**config.mk**
```make
export PLATFORM = sky130hd
export DESIGN_NAME = pmp_top
export DESIGN_NICKNAME = d
export VERILOG_FILES = /design/src/pmp_pkg.sv /design/src/pmp_top.sv /design/src/pmp_access_check.sv /design/src/pmp_region_match.sv /design/src/pmp_csr_regs.sv /design/src/pmp_cfg_legalize.sv
export SDC_FILE = /design/constraint.sdc
export NUM_CORES = 1
export LEC_CHECK = 0
export BUFFER_PORTS_ARGS = -buffer_cell sky130_fd_sc_hd__buf_2
export CAP_MARGIN = 0
export CORE_UTILIZATION = 45
export DETAILED_ROUTE_END_ITERATION = 10
export SYNTH_ARGS = -nofsm -noshare
export SYNTH_HDL_FRONTEND = slang
export SYNTH_SLANG_ARGS = --single-unit
```
**constraint.sdc**
```tcl
create_clock -name clk_i -period 5.4 [get_ports clk_i]
set_input_delay 0.54 -clock clk_i [delete_from_list [all_inputs] [get_ports clk_i]]
set_output_delay 0.54 -clock clk_i [all_outputs]
set_load 0.01 [all_outputs]
```
**src/pmp_pkg.sv**
```systemverilog
package pmp_pkg;

  // Region count and grain size (2^(G+2) bytes)
  localparam int PMP_REGIONS     = 8;
  localparam int PMP_GRANULARITY = 2;

  // Register port widths
  localparam int CSR_AW = 8;
  localparam int CSR_DW = 32;

  // Cfg bytes packed into one pmpcfg word
  localparam int CFG_PER_WORD = CSR_DW / 8;

  typedef logic [CSR_AW-1:0]              csr_addr_t;
  typedef logic [CSR_DW-1:0]              csr_data_t;
  typedef logic [31:0]                    pmp_addr_t;
  typedef logic [33:0]                    phys_addr_t;
  typedef logic [$clog2(PMP_REGIONS)-1:0] region_idx_t;

  // Register map
  localparam csr_addr_t OFS_PMPCFG0  = 8'h00;
  localparam csr_addr_t OFS_PMPCFG1  = 8'h04;
  localparam csr_addr_t OFS_PMPADDR0 = 8'h40;
  localparam csr_addr_t OFS_MSECCFG  = 8'h80;

  localparam int MSECCFG_MML_BIT = 0;
  localparam int MSECCFG_RLB_BIT = 2;

  // AXI response codes
  localparam logic [1:0] RESP_OKAY   = 2'b00;
  localparam logic [1:0] RESP_SLVERR = 2'b10;

  // Low pmpaddr bits that fall inside one grain
  localparam pmp_addr_t GRAIN_MASK      = pmp_addr_t'((64'd1 << PMP_GRANULARITY) - 1);
  localparam pmp_addr_t NAPOT_ONES_MASK = pmp_addr_t'((64'd1 << (PMP_GRANULARITY - 1)) - 1);

  typedef enum logic [1:0] {
    PMP_OFF   = 2'd0,
    PMP_TOR   = 2'd1,
    PMP_NA4   = 2'd2,
    PMP_NAPOT = 2'd3
  } pmp_mode_e;

  typedef enum logic [1:0] {
    ACC_READ  = 2'd0,
    ACC_WRITE = 2'd1,
    ACC_EXEC  = 2'd2
  } pmp_acc_e;

  typedef enum logic [1:0] {
    PRIV_U = 2'd0,
    PRIV_M = 2'd3
  } priv_e;

  typedef enum logic {
    AXI_IDLE,
    AXI_RESP
  } axi_state_e;

  // Same bit layout as one byte of pmpcfg
  typedef struct packed {
    logic      lock;
    logic [1:0] zero;
    pmp_mode_e mode;
    logic      exec;
    logic      write;
    logic      read;
  } pmp_cfg_t;

  typedef struct packed {
    logic mml;
    logic rlb;
  } mseccfg_t;

  typedef struct packed {
    logic       valid;
    phys_addr_t addr;
    pmp_acc_e   acc;
    priv_e      priv;
  } pmp_check_req_t;

  typedef struct packed {
    logic        valid;
    logic        allowed;
    logic        hit;
    region_idx_t region;
  } pmp_check_rsp_t;

  typedef struct packed {
    logic                awvalid;
    csr_addr_t           awaddr;
    logic                wvalid;
    csr_data_t           wdata;
    logic [CSR_DW/8-1:0] wstrb;
    logic                bready;
    logic                arvalid;
    csr_addr_t           araddr;
    logic                rready;
  } axi_lite_req_t;

  typedef struct packed {
    logic       awready;
    logic       wready;
    logic       bvalid;
    logic [1:0] bresp;
    logic       arready;
    logic       rvalid;
    csr_data_t  rdata;
    logic [1:0] rresp;
  } axi_lite_rsp_t;

  function automatic csr_addr_t pmpaddr_ofs(int unsigned idx);
    return OFS_PMPADDR0 + csr_addr_t'(idx << 2);
  endfunction

  // Software view of a stored pmpaddr, also used for matching
  function automatic pmp_addr_t pmp_addr_view(pmp_addr_t addr, pmp_mode_e mode);
    if (mode == PMP_NAPOT) begin
      return addr | NAPOT_ONES_MASK;
    end
    return addr & ~GRAIN_MASK;
  endfunction

endpackage
```
**src/pmp_top.sv**
```systemverilog
`timescale 1ns/1ps

module pmp_top
  import pmp_pkg::*;
(
  input  logic           clk_i,
  input  logic           rst_n_i,
  input  axi_lite_req_t  axi_req_i,
  output axi_lite_rsp_t  axi_rsp_o,
  input  pmp_check_req_t check_req_i,
  output pmp_check_rsp_t check_rsp_o
);

  pmp_cfg_t  [PMP_REGIONS-1:0] cfg;
  pmp_addr_t [PMP_REGIONS-1:0] addr;
  logic      [PMP_REGIONS-1:0] match;

  pmp_csr_regs csr_regs_inst (
    .clk_i     (clk_i),
    .rst_n_i   (rst_n_i),
    .axi_req_i (axi_req_i),
    .axi_rsp_o (axi_rsp_o),
    .cfg_o     (cfg),
    .addr_o    (addr),
    .mseccfg_o ()
  );

  // Region 0 takes its TOR base from address zero
  for (genvar i = 0; i < PMP_REGIONS; i++) begin : gen_match
    pmp_region_match region_match_inst (
      .mode_i       (cfg[i].mode),
      .addr_i       (addr[i]),
      .addr_below_i ((i == 0) ? pmp_addr_t'(0) : addr[(i == 0) ? 0 : i-1]),
      .req_addr_i   (check_req_i.addr),
      .match_o      (match[i])
    );
  end

  pmp_access_check access_check_inst (
    .clk_i   (clk_i),
    .rst_n_i (rst_n_i),
    .req_i   (check_req_i),
    .match_i (match),
    .cfg_i   (cfg),
    .rsp_o   (check_rsp_o)
  );

endmodule

```
**src/pmp_access_check.sv**
```systemverilog
`timescale 1ns/1ps

module pmp_access_check
  import pmp_pkg::*;
(
  input  logic                        clk_i,
  input  logic                        rst_n_i,
  input  pmp_check_req_t              req_i,
  input  logic     [PMP_REGIONS-1:0]  match_i,
  input  pmp_cfg_t [PMP_REGIONS-1:0]  cfg_i,
  output pmp_check_rsp_t              rsp_o
);

  region_idx_t sel_idx;
  pmp_cfg_t    sel_cfg;
  logic        hit;
  logic        perm;
  logic        is_m;
  logic        allowed;

  logic        valid_q;
  logic        allowed_q;
  logic        hit_q;
  region_idx_t region_q;

  // Lowest index wins, so scan downwards and keep the last hit
  always_comb begin
    sel_idx = '0;
    for (int i = PMP_REGIONS - 1; i >= 0; i--) begin
      if (match_i[i]) begin
        sel_idx = region_idx_t'(i);
      end
    end
  end

  assign hit     = |match_i;
  assign sel_cfg = cfg_i[sel_idx];
  assign is_m    = (req_i.priv == PRIV_M);

  always_comb begin
    case (req_i.acc)
      ACC_READ:  perm = sel_cfg.read;
      ACC_WRITE: perm = sel_cfg.write;
      ACC_EXEC:  perm = sel_cfg.exec;
      default:   perm = 1'b0;
    endcase
  end

  // M mode is only bound by locked entries
  assign allowed = hit ? ((is_m && !sel_cfg.lock) || perm) : is_m;

  always_ff @(posedge clk_i or negedge rst_n_i) begin
    if (!rst_n_i) begin
      valid_q <= 1'b0;
    end else begin
      valid_q <= req_i.valid;
    end
  end

  always_ff @(posedge clk_i) begin
    if (req_i.valid) begin
      allowed_q <= allowed;
      hit_q     <= hit;
      region_q  <= sel_idx;
    end
  end

  assign rsp_o = '{valid: valid_q, allowed: allowed_q, hit: hit_q, region: region_q};

  a_rsp_latency: assert property (@(posedge clk_i) disable iff (!rst_n_i)
    rsp_o.valid == $past(req_i.valid));

endmodule

```
**src/pmp_region_match.sv**
```systemverilog
`timescale 1ns/1ps

module pmp_region_match
  import pmp_pkg::*;
(
  input  pmp_mode_e  mode_i,
  input  pmp_addr_t  addr_i,
  input  pmp_addr_t  addr_below_i,
  input  phys_addr_t req_addr_i,
  output logic       match_o
);

  pmp_addr_t word_addr;
  pmp_addr_t top_addr;
  pmp_addr_t base_addr;
  pmp_addr_t napot_mask;
  logic      tor_hit;
  logic      napot_hit;

  // Checked address in words, same scale as pmpaddr
  assign word_addr = req_addr_i[$bits(phys_addr_t)-1:2];

  // Bounds seen through the grain, like the software view
  assign top_addr  = pmp_addr_view(addr_i, mode_i);
  assign base_addr = addr_below_i & ~GRAIN_MASK;

  assign tor_hit = (word_addr >= base_addr) && (word_addr < top_addr);

  // Trailing ones plus the next zero mark the don't-care bits
  // All ones spans the whole space
  assign napot_mask = top_addr ^ (top_addr + pmp_addr_t'(1));
  assign napot_hit  = ((word_addr ^ top_addr) & ~napot_mask) == '0;

  always_comb begin
    case (mode_i)
      PMP_TOR:   match_o = tor_hit;
      PMP_NAPOT: match_o = napot_hit;
      // OFF, and NA4 which legalization keeps out
      default:   match_o = 1'b0;
    endcase
  end

endmodule

```
**src/pmp_csr_regs.sv**
```systemverilog
`timescale 1ns/1ps

module pmp_csr_regs
  import pmp_pkg::*;
(
  input  logic                         clk_i,
  input  logic                         rst_n_i,
  input  axi_lite_req_t                axi_req_i,
  output axi_lite_rsp_t                axi_rsp_o,
  output pmp_cfg_t  [PMP_REGIONS-1:0]  cfg_o,
  output pmp_addr_t [PMP_REGIONS-1:0]  addr_o,
  output mseccfg_t                     mseccfg_o
);

  axi_state_e wr_state_q;
  axi_state_e rd_state_q;
  logic       wr_fire;
  logic       rd_fire;

  pmp_cfg_t  [PMP_REGIONS-1:0] cfg_q;
  pmp_cfg_t  [PMP_REGIONS-1:0] cfg_legal;
  pmp_addr_t [PMP_REGIONS-1:0] addr_q;
  pmp_addr_t [PMP_REGIONS-1:0] addr_view;
  mseccfg_t                    msec_q;

  logic [PMP_REGIONS-1:0] lock_vec;
  logic [PMP_REGIONS-1:0] tor_lock_vec;
  logic [PMP_REGIONS-1:0] addr_locked;
  logic [PMP_REGIONS-1:0] cfg_wr_en;
  logic [PMP_REGIONS-1:0] addr_wr_en;
  logic                   msec_wr_en;

  csr_data_t  rd_data;
  csr_data_t  rdata_q;
  logic [1:0] rresp_q;
  logic [1:0] bresp_q;

  function automatic logic ofs_mapped(csr_addr_t ofs);
    logic hit;
    hit = (ofs == OFS_PMPCFG0) || (ofs == OFS_PMPCFG1) || (ofs == OFS_MSECCFG);
    for (int i = 0; i < PMP_REGIONS; i++) begin
      hit |= (ofs == pmpaddr_ofs(i));
    end
    return hit;
  endfunction

  // Write needs both channels, read needs only AR
  assign wr_fire = (wr_state_q == AXI_IDLE) && axi_req_i.awvalid && axi_req_i.wvalid;
  assign rd_fire = (rd_state_q == AXI_IDLE) && axi_req_i.arvalid;

  // A locked TOR entry also guards the base held by the entry below
  assign addr_locked = (lock_vec | (tor_lock_vec >> 1)) & {PMP_REGIONS{!msec_q.rlb}};
  assign msec_wr_en  = wr_fire && (axi_req_i.awaddr == OFS_MSECCFG);

  for (genvar i = 0; i < PMP_REGIONS; i++) begin : gen_region
    assign lock_vec[i]     = cfg_q[i].lock;
    assign tor_lock_vec[i] = cfg_q[i].lock && (cfg_q[i].mode == PMP_TOR);
    assign addr_view[i]    = pmp_addr_view(addr_q[i], cfg_q[i].mode);

    assign cfg_wr_en[i] = wr_fire &&
      (axi_req_i.awaddr == ((i < CFG_PER_WORD) ? OFS_PMPCFG0 : OFS_PMPCFG1));
    assign addr_wr_en[i] = wr_fire && !addr_locked[i] &&
      (axi_req_i.awaddr == pmpaddr_ofs(i));

    pmp_cfg_legalize cfg_legalize_inst (
      .cfg_prev_i    (cfg_q[i]),
      .cfg_attempt_i (pmp_cfg_t'(axi_req_i.wdata[8*(i%CFG_PER_WORD) +: 8])),
      .mseccfg_i     (msec_q),
      .cfg_legal_o   (cfg_legal[i])
    );
  end

  always_ff @(posedge clk_i or negedge rst_n_i) begin
    if (!rst_n_i) begin
      cfg_q  <= '0;
      addr_q <= '0;
      msec_q <= '0;
    end else begin
      for (int i = 0; i < PMP_REGIONS; i++) begin
        if (cfg_wr_en[i]) begin
          cfg_q[i] <= cfg_legal[i];
        end
        if (addr_wr_en[i]) begin
          addr_q[i] <= axi_req_i.wdata;
        end
      end
      if (msec_wr_en) begin
        // MML sticks, RLB may not be raised once anything is locked
        msec_q.mml <= msec_q.mml | axi_req_i.wdata[MSECCFG_MML_BIT];
        msec_q.rlb <= axi_req_i.wdata[MSECCFG_RLB_BIT] && (msec_q.rlb || !(|lock_vec));
      end
    end
  end

  always_comb begin
    rd_data = '0;
    if (axi_req_i.araddr == OFS_PMPCFG0) begin
      rd_data = cfg_q[CFG_PER_WORD-1:0];
    end else if (axi_req_i.araddr == OFS_PMPCFG1) begin
      rd_data = cfg_q[PMP_REGIONS-1:CFG_PER_WORD];
    end else if (axi_req_i.araddr == OFS_MSECCFG) begin
      rd_data[MSECCFG_MML_BIT] = msec_q.mml;
      rd_data[MSECCFG_RLB_BIT] = msec_q.rlb;
    end
    for (int i = 0; i < PMP_REGIONS; i++) begin
      if (axi_req_i.araddr == pmpaddr_ofs(i)) begin
        rd_data = addr_view[i];
      end
    end
  end

  always_ff @(posedge clk_i or negedge rst_n_i) begin
    if (!rst_n_i) begin
      wr_state_q <= AXI_IDLE;
      rd_state_q <= AXI_IDLE;
    end else begin
      if (wr_fire) begin
        wr_state_q <= AXI_RESP;
      end else if ((wr_state_q == AXI_RESP) && axi_req_i.bready) begin
        wr_state_q <= AXI_IDLE;
      end
      if (rd_fire) begin
        rd_state_q <= AXI_RESP;
      end else if ((rd_state_q == AXI_RESP) && axi_req_i.rready) begin
        rd_state_q <= AXI_IDLE;
      end
    end
  end

  always_ff @(posedge clk_i) begin
    if (wr_fire) begin
      bresp_q <= ofs_mapped(axi_req_i.awaddr) ? RESP_OKAY : RESP_SLVERR;
    end
    if (rd_fire) begin
      rdata_q <= rd_data;
      rresp_q <= ofs_mapped(axi_req_i.araddr) ? RESP_OKAY : RESP_SLVERR;
    end
  end

  always_comb begin
    axi_rsp_o         = '0;
    axi_rsp_o.awready = wr_fire;
    axi_rsp_o.wready  = wr_fire;
    axi_rsp_o.bvalid  = (wr_state_q == AXI_RESP);
    axi_rsp_o.bresp   = bresp_q;
    axi_rsp_o.arready = rd_fire;
    axi_rsp_o.rvalid  = (rd_state_q == AXI_RESP);
    axi_rsp_o.rdata   = rdata_q;
    axi_rsp_o.rresp   = rresp_q;
  end

  assign cfg_o     = cfg_q;
  assign addr_o    = addr_q;
  assign mseccfg_o = msec_q;

  a_bvalid_hold: assert property (@(posedge clk_i) disable iff (!rst_n_i)
    axi_rsp_o.bvalid && !axi_req_i.bready |=> axi_rsp_o.bvalid);

  // Without RLB a locked entry keeps its cfg until reset
  for (genvar i = 0; i < PMP_REGIONS; i++) begin : gen_lock_check
    a_lock_frozen: assert property (@(posedge clk_i) disable iff (!rst_n_i)
      cfg_q[i].lock && !msec_q.rlb |=> $stable(cfg_q[i]));
  end

endmodule

```
**src/pmp_cfg_legalize.sv**
```systemverilog
`timescale 1ns/1ps

module pmp_cfg_legalize
  import pmp_pkg::*;
(
  input  pmp_cfg_t cfg_prev_i,
  input  pmp_cfg_t cfg_attempt_i,
  input  mseccfg_t mseccfg_i,
  output pmp_cfg_t cfg_legal_o
);

  logic [2:0] attempt_rwx;
  logic [3:0] attempt_lrwx;
  logic       prev_frozen;
  logic       locked_exec;

  assign attempt_rwx  = {cfg_attempt_i.exec, cfg_attempt_i.write, cfg_attempt_i.read};
  assign attempt_lrwx = {cfg_attempt_i.lock, cfg_attempt_i.read,
                         cfg_attempt_i.write, cfg_attempt_i.exec};

  assign prev_frozen = cfg_prev_i.lock && !mseccfg_i.rlb;

  // Locked executable encodings are refused under MML
  assign locked_exec = mseccfg_i.mml && !mseccfg_i.rlb &&
                       (attempt_lrwx inside {4'b1001, 4'b1010, 4'b1011, 4'b1101});

  always_comb begin
    cfg_legal_o = cfg_attempt_i;

    // W without R is reserved, only MML gives it a meaning
    if ((attempt_rwx inside {3'b010, 3'b110}) && !mseccfg_i.mml) begin
      {cfg_legal_o.exec, cfg_legal_o.write, cfg_legal_o.read} =
        {cfg_prev_i.exec, cfg_prev_i.write, cfg_prev_i.read};
    end

    // No NA4 with grains wider than 4 bytes
    if ((PMP_GRANULARITY >= 1) && (cfg_attempt_i.mode == PMP_NA4)) begin
      cfg_legal_o.mode = cfg_prev_i.mode;
    end

    if (prev_frozen) begin
      cfg_legal_o = cfg_prev_i;
    end

    if (locked_exec) begin
      cfg_legal_o = cfg_prev_i;
    end

    cfg_legal_o.zero = 2'b00;
  end

  // Bits 6:5 never reach storage as ones
  a_zero_tied: assert final (cfg_legal_o.zero == 2'b00)
    else $error("pmp_cfg_legalize: reserved cfg bits set");

endmodule

```
==> results_tabular.tex <==
\begin{tabular}{lr}
\hline
Metric & Value \\
\hline
\multicolumn{2}{l}{\textbf{Status}} \\
Status & completed \\
\multicolumn{2}{l}{\textbf{Cells and area}} \\
Fraction of final layout cells sized beyond drive strength 1 & a little under an eighth \\
Most frequent standard cell in the layout excluding fill and tap cells & sky130\_fd\_sc\_hd\_\_nand2\_1 \\
Total number of nets in the final design & between 3000 and 4000 \\
Area of combinational cells with multiple inputs & roughly 15000 um\^{}2 \\
Most used cells in the layout excluding fill and tap cells & sky130\_fd\_sc\_hd\_\_nand2\_1 (392), sky130\_fd\_sc\_hd\_\_o21ai\_0 (366), sky130\_fd\_sc\_hd\_\_dfrtp\_1 (301) \\
Layout Area Growth over Synthesis & 12.8\% \\
Cell area after layout & approximately 28000 um\^{}2 \\
Fill cells & 5153 \\
Seq. cell area & between 8000 and 9000 um\^{}2 \\
\multicolumn{2}{l}{\textbf{Placed design}} \\
Final RePlAce weighted congestion & $\sim$1.0 \\
Sum of net half-perimeters after detailed placement & around 89 mm \\
Quantity of I/O buffers inserted on ports & 136 \\
Placed cell area & 26700 um\^{}2 \\
\multicolumn{2}{l}{\textbf{Route}} \\
Drt first-iter violations & between 2000 and 3000 \\
WL per Instance & 29.8 um \\
Drc violations & 0 \\
Detailed-router iteration count before antenna repair & 9 \\
Overall via count from detail\_route & around 25000 \\
DR vias/cell & 6.57 \\
Number of antenna-violating nets in the routed design & 0 \\
Total length of routed wires & 115 mm \\
\multicolumn{2}{l}{\textbf{Run}} \\
Count of max-cap constraint violations & 0 \\
\multicolumn{2}{l}{\textbf{Synth}} \\
Unique masters post-synth & $\sim$80 \\
Number of enable flip-flop cells after synthesis & 39 \\
Synth Warn \# & 0 \\
Asr flop ratio synth & approximately nine tenths \\
Cell area after technology mapping & roughly 25000 um\^{}2 \\
Cells after synthesis & about 3000 \\
Register bit total from synthesis & 340 \\
Sequential share of the synthesized area & 34.9\% \\
Average size of a mapped cell & 8.38 um\^{}2 \\
Dominant register cell in the synthesized netlist & sky130\_fd\_sc\_hd\_\_dfrtp\_1 \\
\multicolumn{2}{l}{\textbf{Global route}} \\
Largest net degree at the start of global routing & between 90 and 100 \\
Global-route wire length before repair & 164 mm \\
Overall overflow remaining after global route & 0 \\
Global router's overall resource usage & 40.5\% \\
Initial antenna violation count & 6 \\
Via count of the first global-routing pass & 24155 \\
\multicolumn{2}{l}{\textbf{Clock tree}} \\
CTS H-tree depth & 2 \\
Clock-pin slew of the registers on the worst-case setup and hold paths & about 0.060 ns \\
TritonCTS Buffers & 43 \\
Clock network latency to the later pin of the worst-skew pair & around 0.6 ns \\
Clk Tree Root Cell & sky130\_fd\_sc\_hd\_\_clkbuf\_16 \\
CTS tree & built \\
Total setup buffers inserted after CTS & 0 \\
Maximum count of clock buffers along a single path & 3 \\
Clk sink count & 340 \\
\multicolumn{2}{l}{\textbf{STA}} \\
Total Negative Setup Slacks & 0 ns \\
F\_max & approximately 190 MHz \\
Tmin final & approximately 5.2 ns \\
Endpoints failing hold & 0 \\
Period Utilization, post-route & a little over nine tenths \\
Transition time at the pin with the least slew margin & 1.28 ns \\
Slew Viols, Final & 0 \\
RSZ-0062 raised after global routing & false \\
Max-slew headroom at the worst pin & 14.8\% \\
Final Hold Slack & approximately 0.12 ns \\
Fin Clk Skew & about 0.025 ns \\
Setup violation total in the final timing report & 0 \\
\multicolumn{2}{l}{\textbf{Worst setup path}} \\
Flop2flop setup slack & roughly 0.16 ns \\
Arrival time of the worst setup path & approximately 5.7 ns \\
Critical path peak fanout & 5 \\
Reg2Reg Launch Point & csr\_regs\_inst.cfg\_o[59]\$\_DFFE\_PN0P\_ \\
R2r worst-path depth & 18 \\
WS Path Type & reg -> reg \\
Kind of end point of the critical path & register \\
Critical R2R Capture & access\_check\_inst.allowed\_q\$\_DFFE\_PP\_ \\
Endpoint required time on the critical path & 5.86 ns \\
Critical path startpoint category & register \\
\multicolumn{2}{l}{\textbf{Floorplanning}} \\
Number of placement rows & 85 \\
Core box area & around 54000 um\^{}2 \\
Die Outline Area & between 50000 and 60000 um\^{}2 \\
Die H & around 240 um \\
Starting utilization of the core area & 45.9\% \\
Width of the die & about 240 um \\
Count of boundary I/O pins & between 100 and 150 \\
\multicolumn{2}{l}{\textbf{Power and ir drop}} \\
Max VDD drop & between 0.0002 and 0.00025 V \\
Total Power Consumption & 6730 uW \\
Power Density & approximately 240 nW/um\^{}2 \\
Leakage Power & 0.0134 uW \\
\multicolumn{2}{l}{\textbf{Min path}} \\
Class of the tightest hold or removal check & in -> reg \\
Hold path cells & 2 \\
Start point of the worst hold path & axi\_req\_i[0] \\
Worst Hold Endpoint & csr\_regs\_inst.rd\_state\_q\$\_DFFE\_PN0P\_ \\
\hline
\end{tabular}
[worst max-delay path by stage]
stage | startpoint | end | slack (ns) | depth (start not counted)
floorplan | csr_regs_inst.cfg_o[59]$_DFFE_PN0P_ | access_check_inst.allowed_q$_DFFE_PP_ | 1.24 | 17
global placement | csr_regs_inst.cfg_o[51]$_DFFE_PN0P_ | access_check_inst.allowed_q$_DFFE_PP_ | 0.20 | 19
detailed placement | csr_regs_inst.cfg_o[51]$_DFFE_PN0P_ | access_check_inst.allowed_q$_DFFE_PP_ | 0.23 | 19
CTS | csr_regs_inst.cfg_o[51]$_DFFE_PN0P_ | access_check_inst.allowed_q$_DFFE_PP_ | 0.21 | 19
global route | csr_regs_inst.cfg_o[59]$_DFFE_PN0P_ | access_check_inst.allowed_q$_DFFE_PP_ | 0.04 | 18
finish | csr_regs_inst.cfg_o[59]$_DFFE_PN0P_ | access_check_inst.allowed_q$_DFFE_PP_ | 0.16 | 18
[metal layers]
metal | share of wire, % | track usage (%) | vias up
met1 | 41 | 53.6 | 12345
met2 | 44 | 62.7 | 1557
met4 | 5.9 | 21.9 | 6
li1 | - | - | 11226
met5 | 0.040 | 0 | -
met3 | 9.6 | 7.36 | 317
[power by group]
| part | switching (uW) | internal, uW | total, uW |
|---|---|---|---|
| logic | 678 | 310 | 988 |
| registers | 72.4 | 2660 | 2740 |
| clock network | 1230 | 1780 | 3010 |
| total | 1980 | 4750 | 6730 |
[registers in the layout, summed over array words and instances (netlist names)]
name                         flops
access_check_inst.valid_q        1
csr_regs_inst.cfg_o             48
csr_regs_inst.mseccfg_o          2
csr_regs_inst.wr_state_q         1
csr_regs_inst.rresp_q            1
access_check_inst.allowed_q      1
csr_regs_inst.addr_o           248
csr_regs_inst.rd_state_q         1
access_check_inst.hit_q          1
csr_regs_inst.bresp_q            1
access_check_inst.region_q       3
csr_regs_inst.rdata_q           32
[layout make-up]
cell class,instances,share of cell area (%)
clock inverters,14,0.613
repair buffers,220,4.85
clock buffers,62,4.41
multi-input cells,2214,52.1
diodes,2,0.0178
flip-flops and latches,340,30.9
well taps,739,3.29
inverters,285,3.80
[stage by stage]
stage / setup WS [ns] / instances / util, %
floorplan: 1.24 / 2978 / -
global placement: 0.204 / 3797 / 49.2
detailed placement: 0.234 / 3797 / 49.2
CTS: 0.206 / 3874 / 51.8
global route: 0.0381 / 3874 / 51.8
finish: 0.156 / 3876 / 51.8
[worst max-delay path, stage by stage (launching register included)]
cell                        delay (ns)
sky130_fd_sc_hd__dfrtp_1          0.38
sky130_fd_sc_hd__nand3_1          0.28
sky130_fd_sc_hd__inv_1            0.14
sky130_fd_sc_hd__ha_1             0.31
sky130_fd_sc_hd__xor2_1           0.15
sky130_fd_sc_hd__nor2_1           0.05
sky130_fd_sc_hd__or4_1            0.48
sky130_fd_sc_hd__or4_1            0.49
sky130_fd_sc_hd__nor4_1           0.42
sky130_fd_sc_hd__o2111ai_1        0.19
sky130_fd_sc_hd__o21a_1           0.34
sky130_fd_sc_hd__o21ba_1          0.24
sky130_fd_sc_hd__o31a_4           0.32
sky130_fd_sc_hd__a21bo_4          0.24
sky130_fd_sc_hd__buf_4            0.15
sky130_fd_sc_hd__mux2i_1          0.14
sky130_fd_sc_hd__a2111o_1         0.40
sky130_fd_sc_hd__o21ai_0          0.17
sky130_fd_sc_hd__a41o_1           0.21
[synth_stat cells, drive strengths merged, types with 17 or more instances]
cell | count | area, um^2
a22oi | 25 | 188
a21oi | 184 | 921
clkbuf | 124 | 465
edfxtp | 39 | 1170
nor2 | 141 | 529
nor4 | 53 | 374
dfrtp | 301 | 7530
a41oi | 31 | 272
and3 | 33 | 206
a221oi | 20 | 175
mux2i | 53 | 531
nand2 | 392 | 1470
a21o | 34 | 255
o21ai | 367 | 1840
nor2b | 17 | 106
ha | 262 | 3280
mux2 | 46 | 518
and2 | 21 | 131
nor3 | 61 | 305
nand4 | 71 | 459
and4 | 30 | 263
a222oi | 31 | 310
a31oi | 58 | 363
inv | 285 | 1070
nand3 | 78 | 390
[cells by family (layout without fill, tap and decap cells)]
group / after synthesis / in the layout / synth area share [%]
AO/OA/AOI/OAI: 901 / 901 / 22.5
XOR/XNOR: 7 / 7 / 0.246
adder cells (fa/ha/maj): 262 / 262 / 13.1
buffers and inverters: 424 / 581 / 6.56
flip-flops: 340 / 340 / 34.9
multiplexers: 100 / 100 / 4.29
other: 1 / 4 / 0.0150
AND/OR/NAND/NOR: 942 / 942 / 18.4
[timing repair]
action | 4_1_cts | 5_1_grt
setup endpoints to repair | 0 | 1
gates resized for setup | 0 | 1
endpoints found under the hold margin | 24 | 0
hold buffers | 1 | 0
Note: power is estimated with default switching activity, not from simulation.
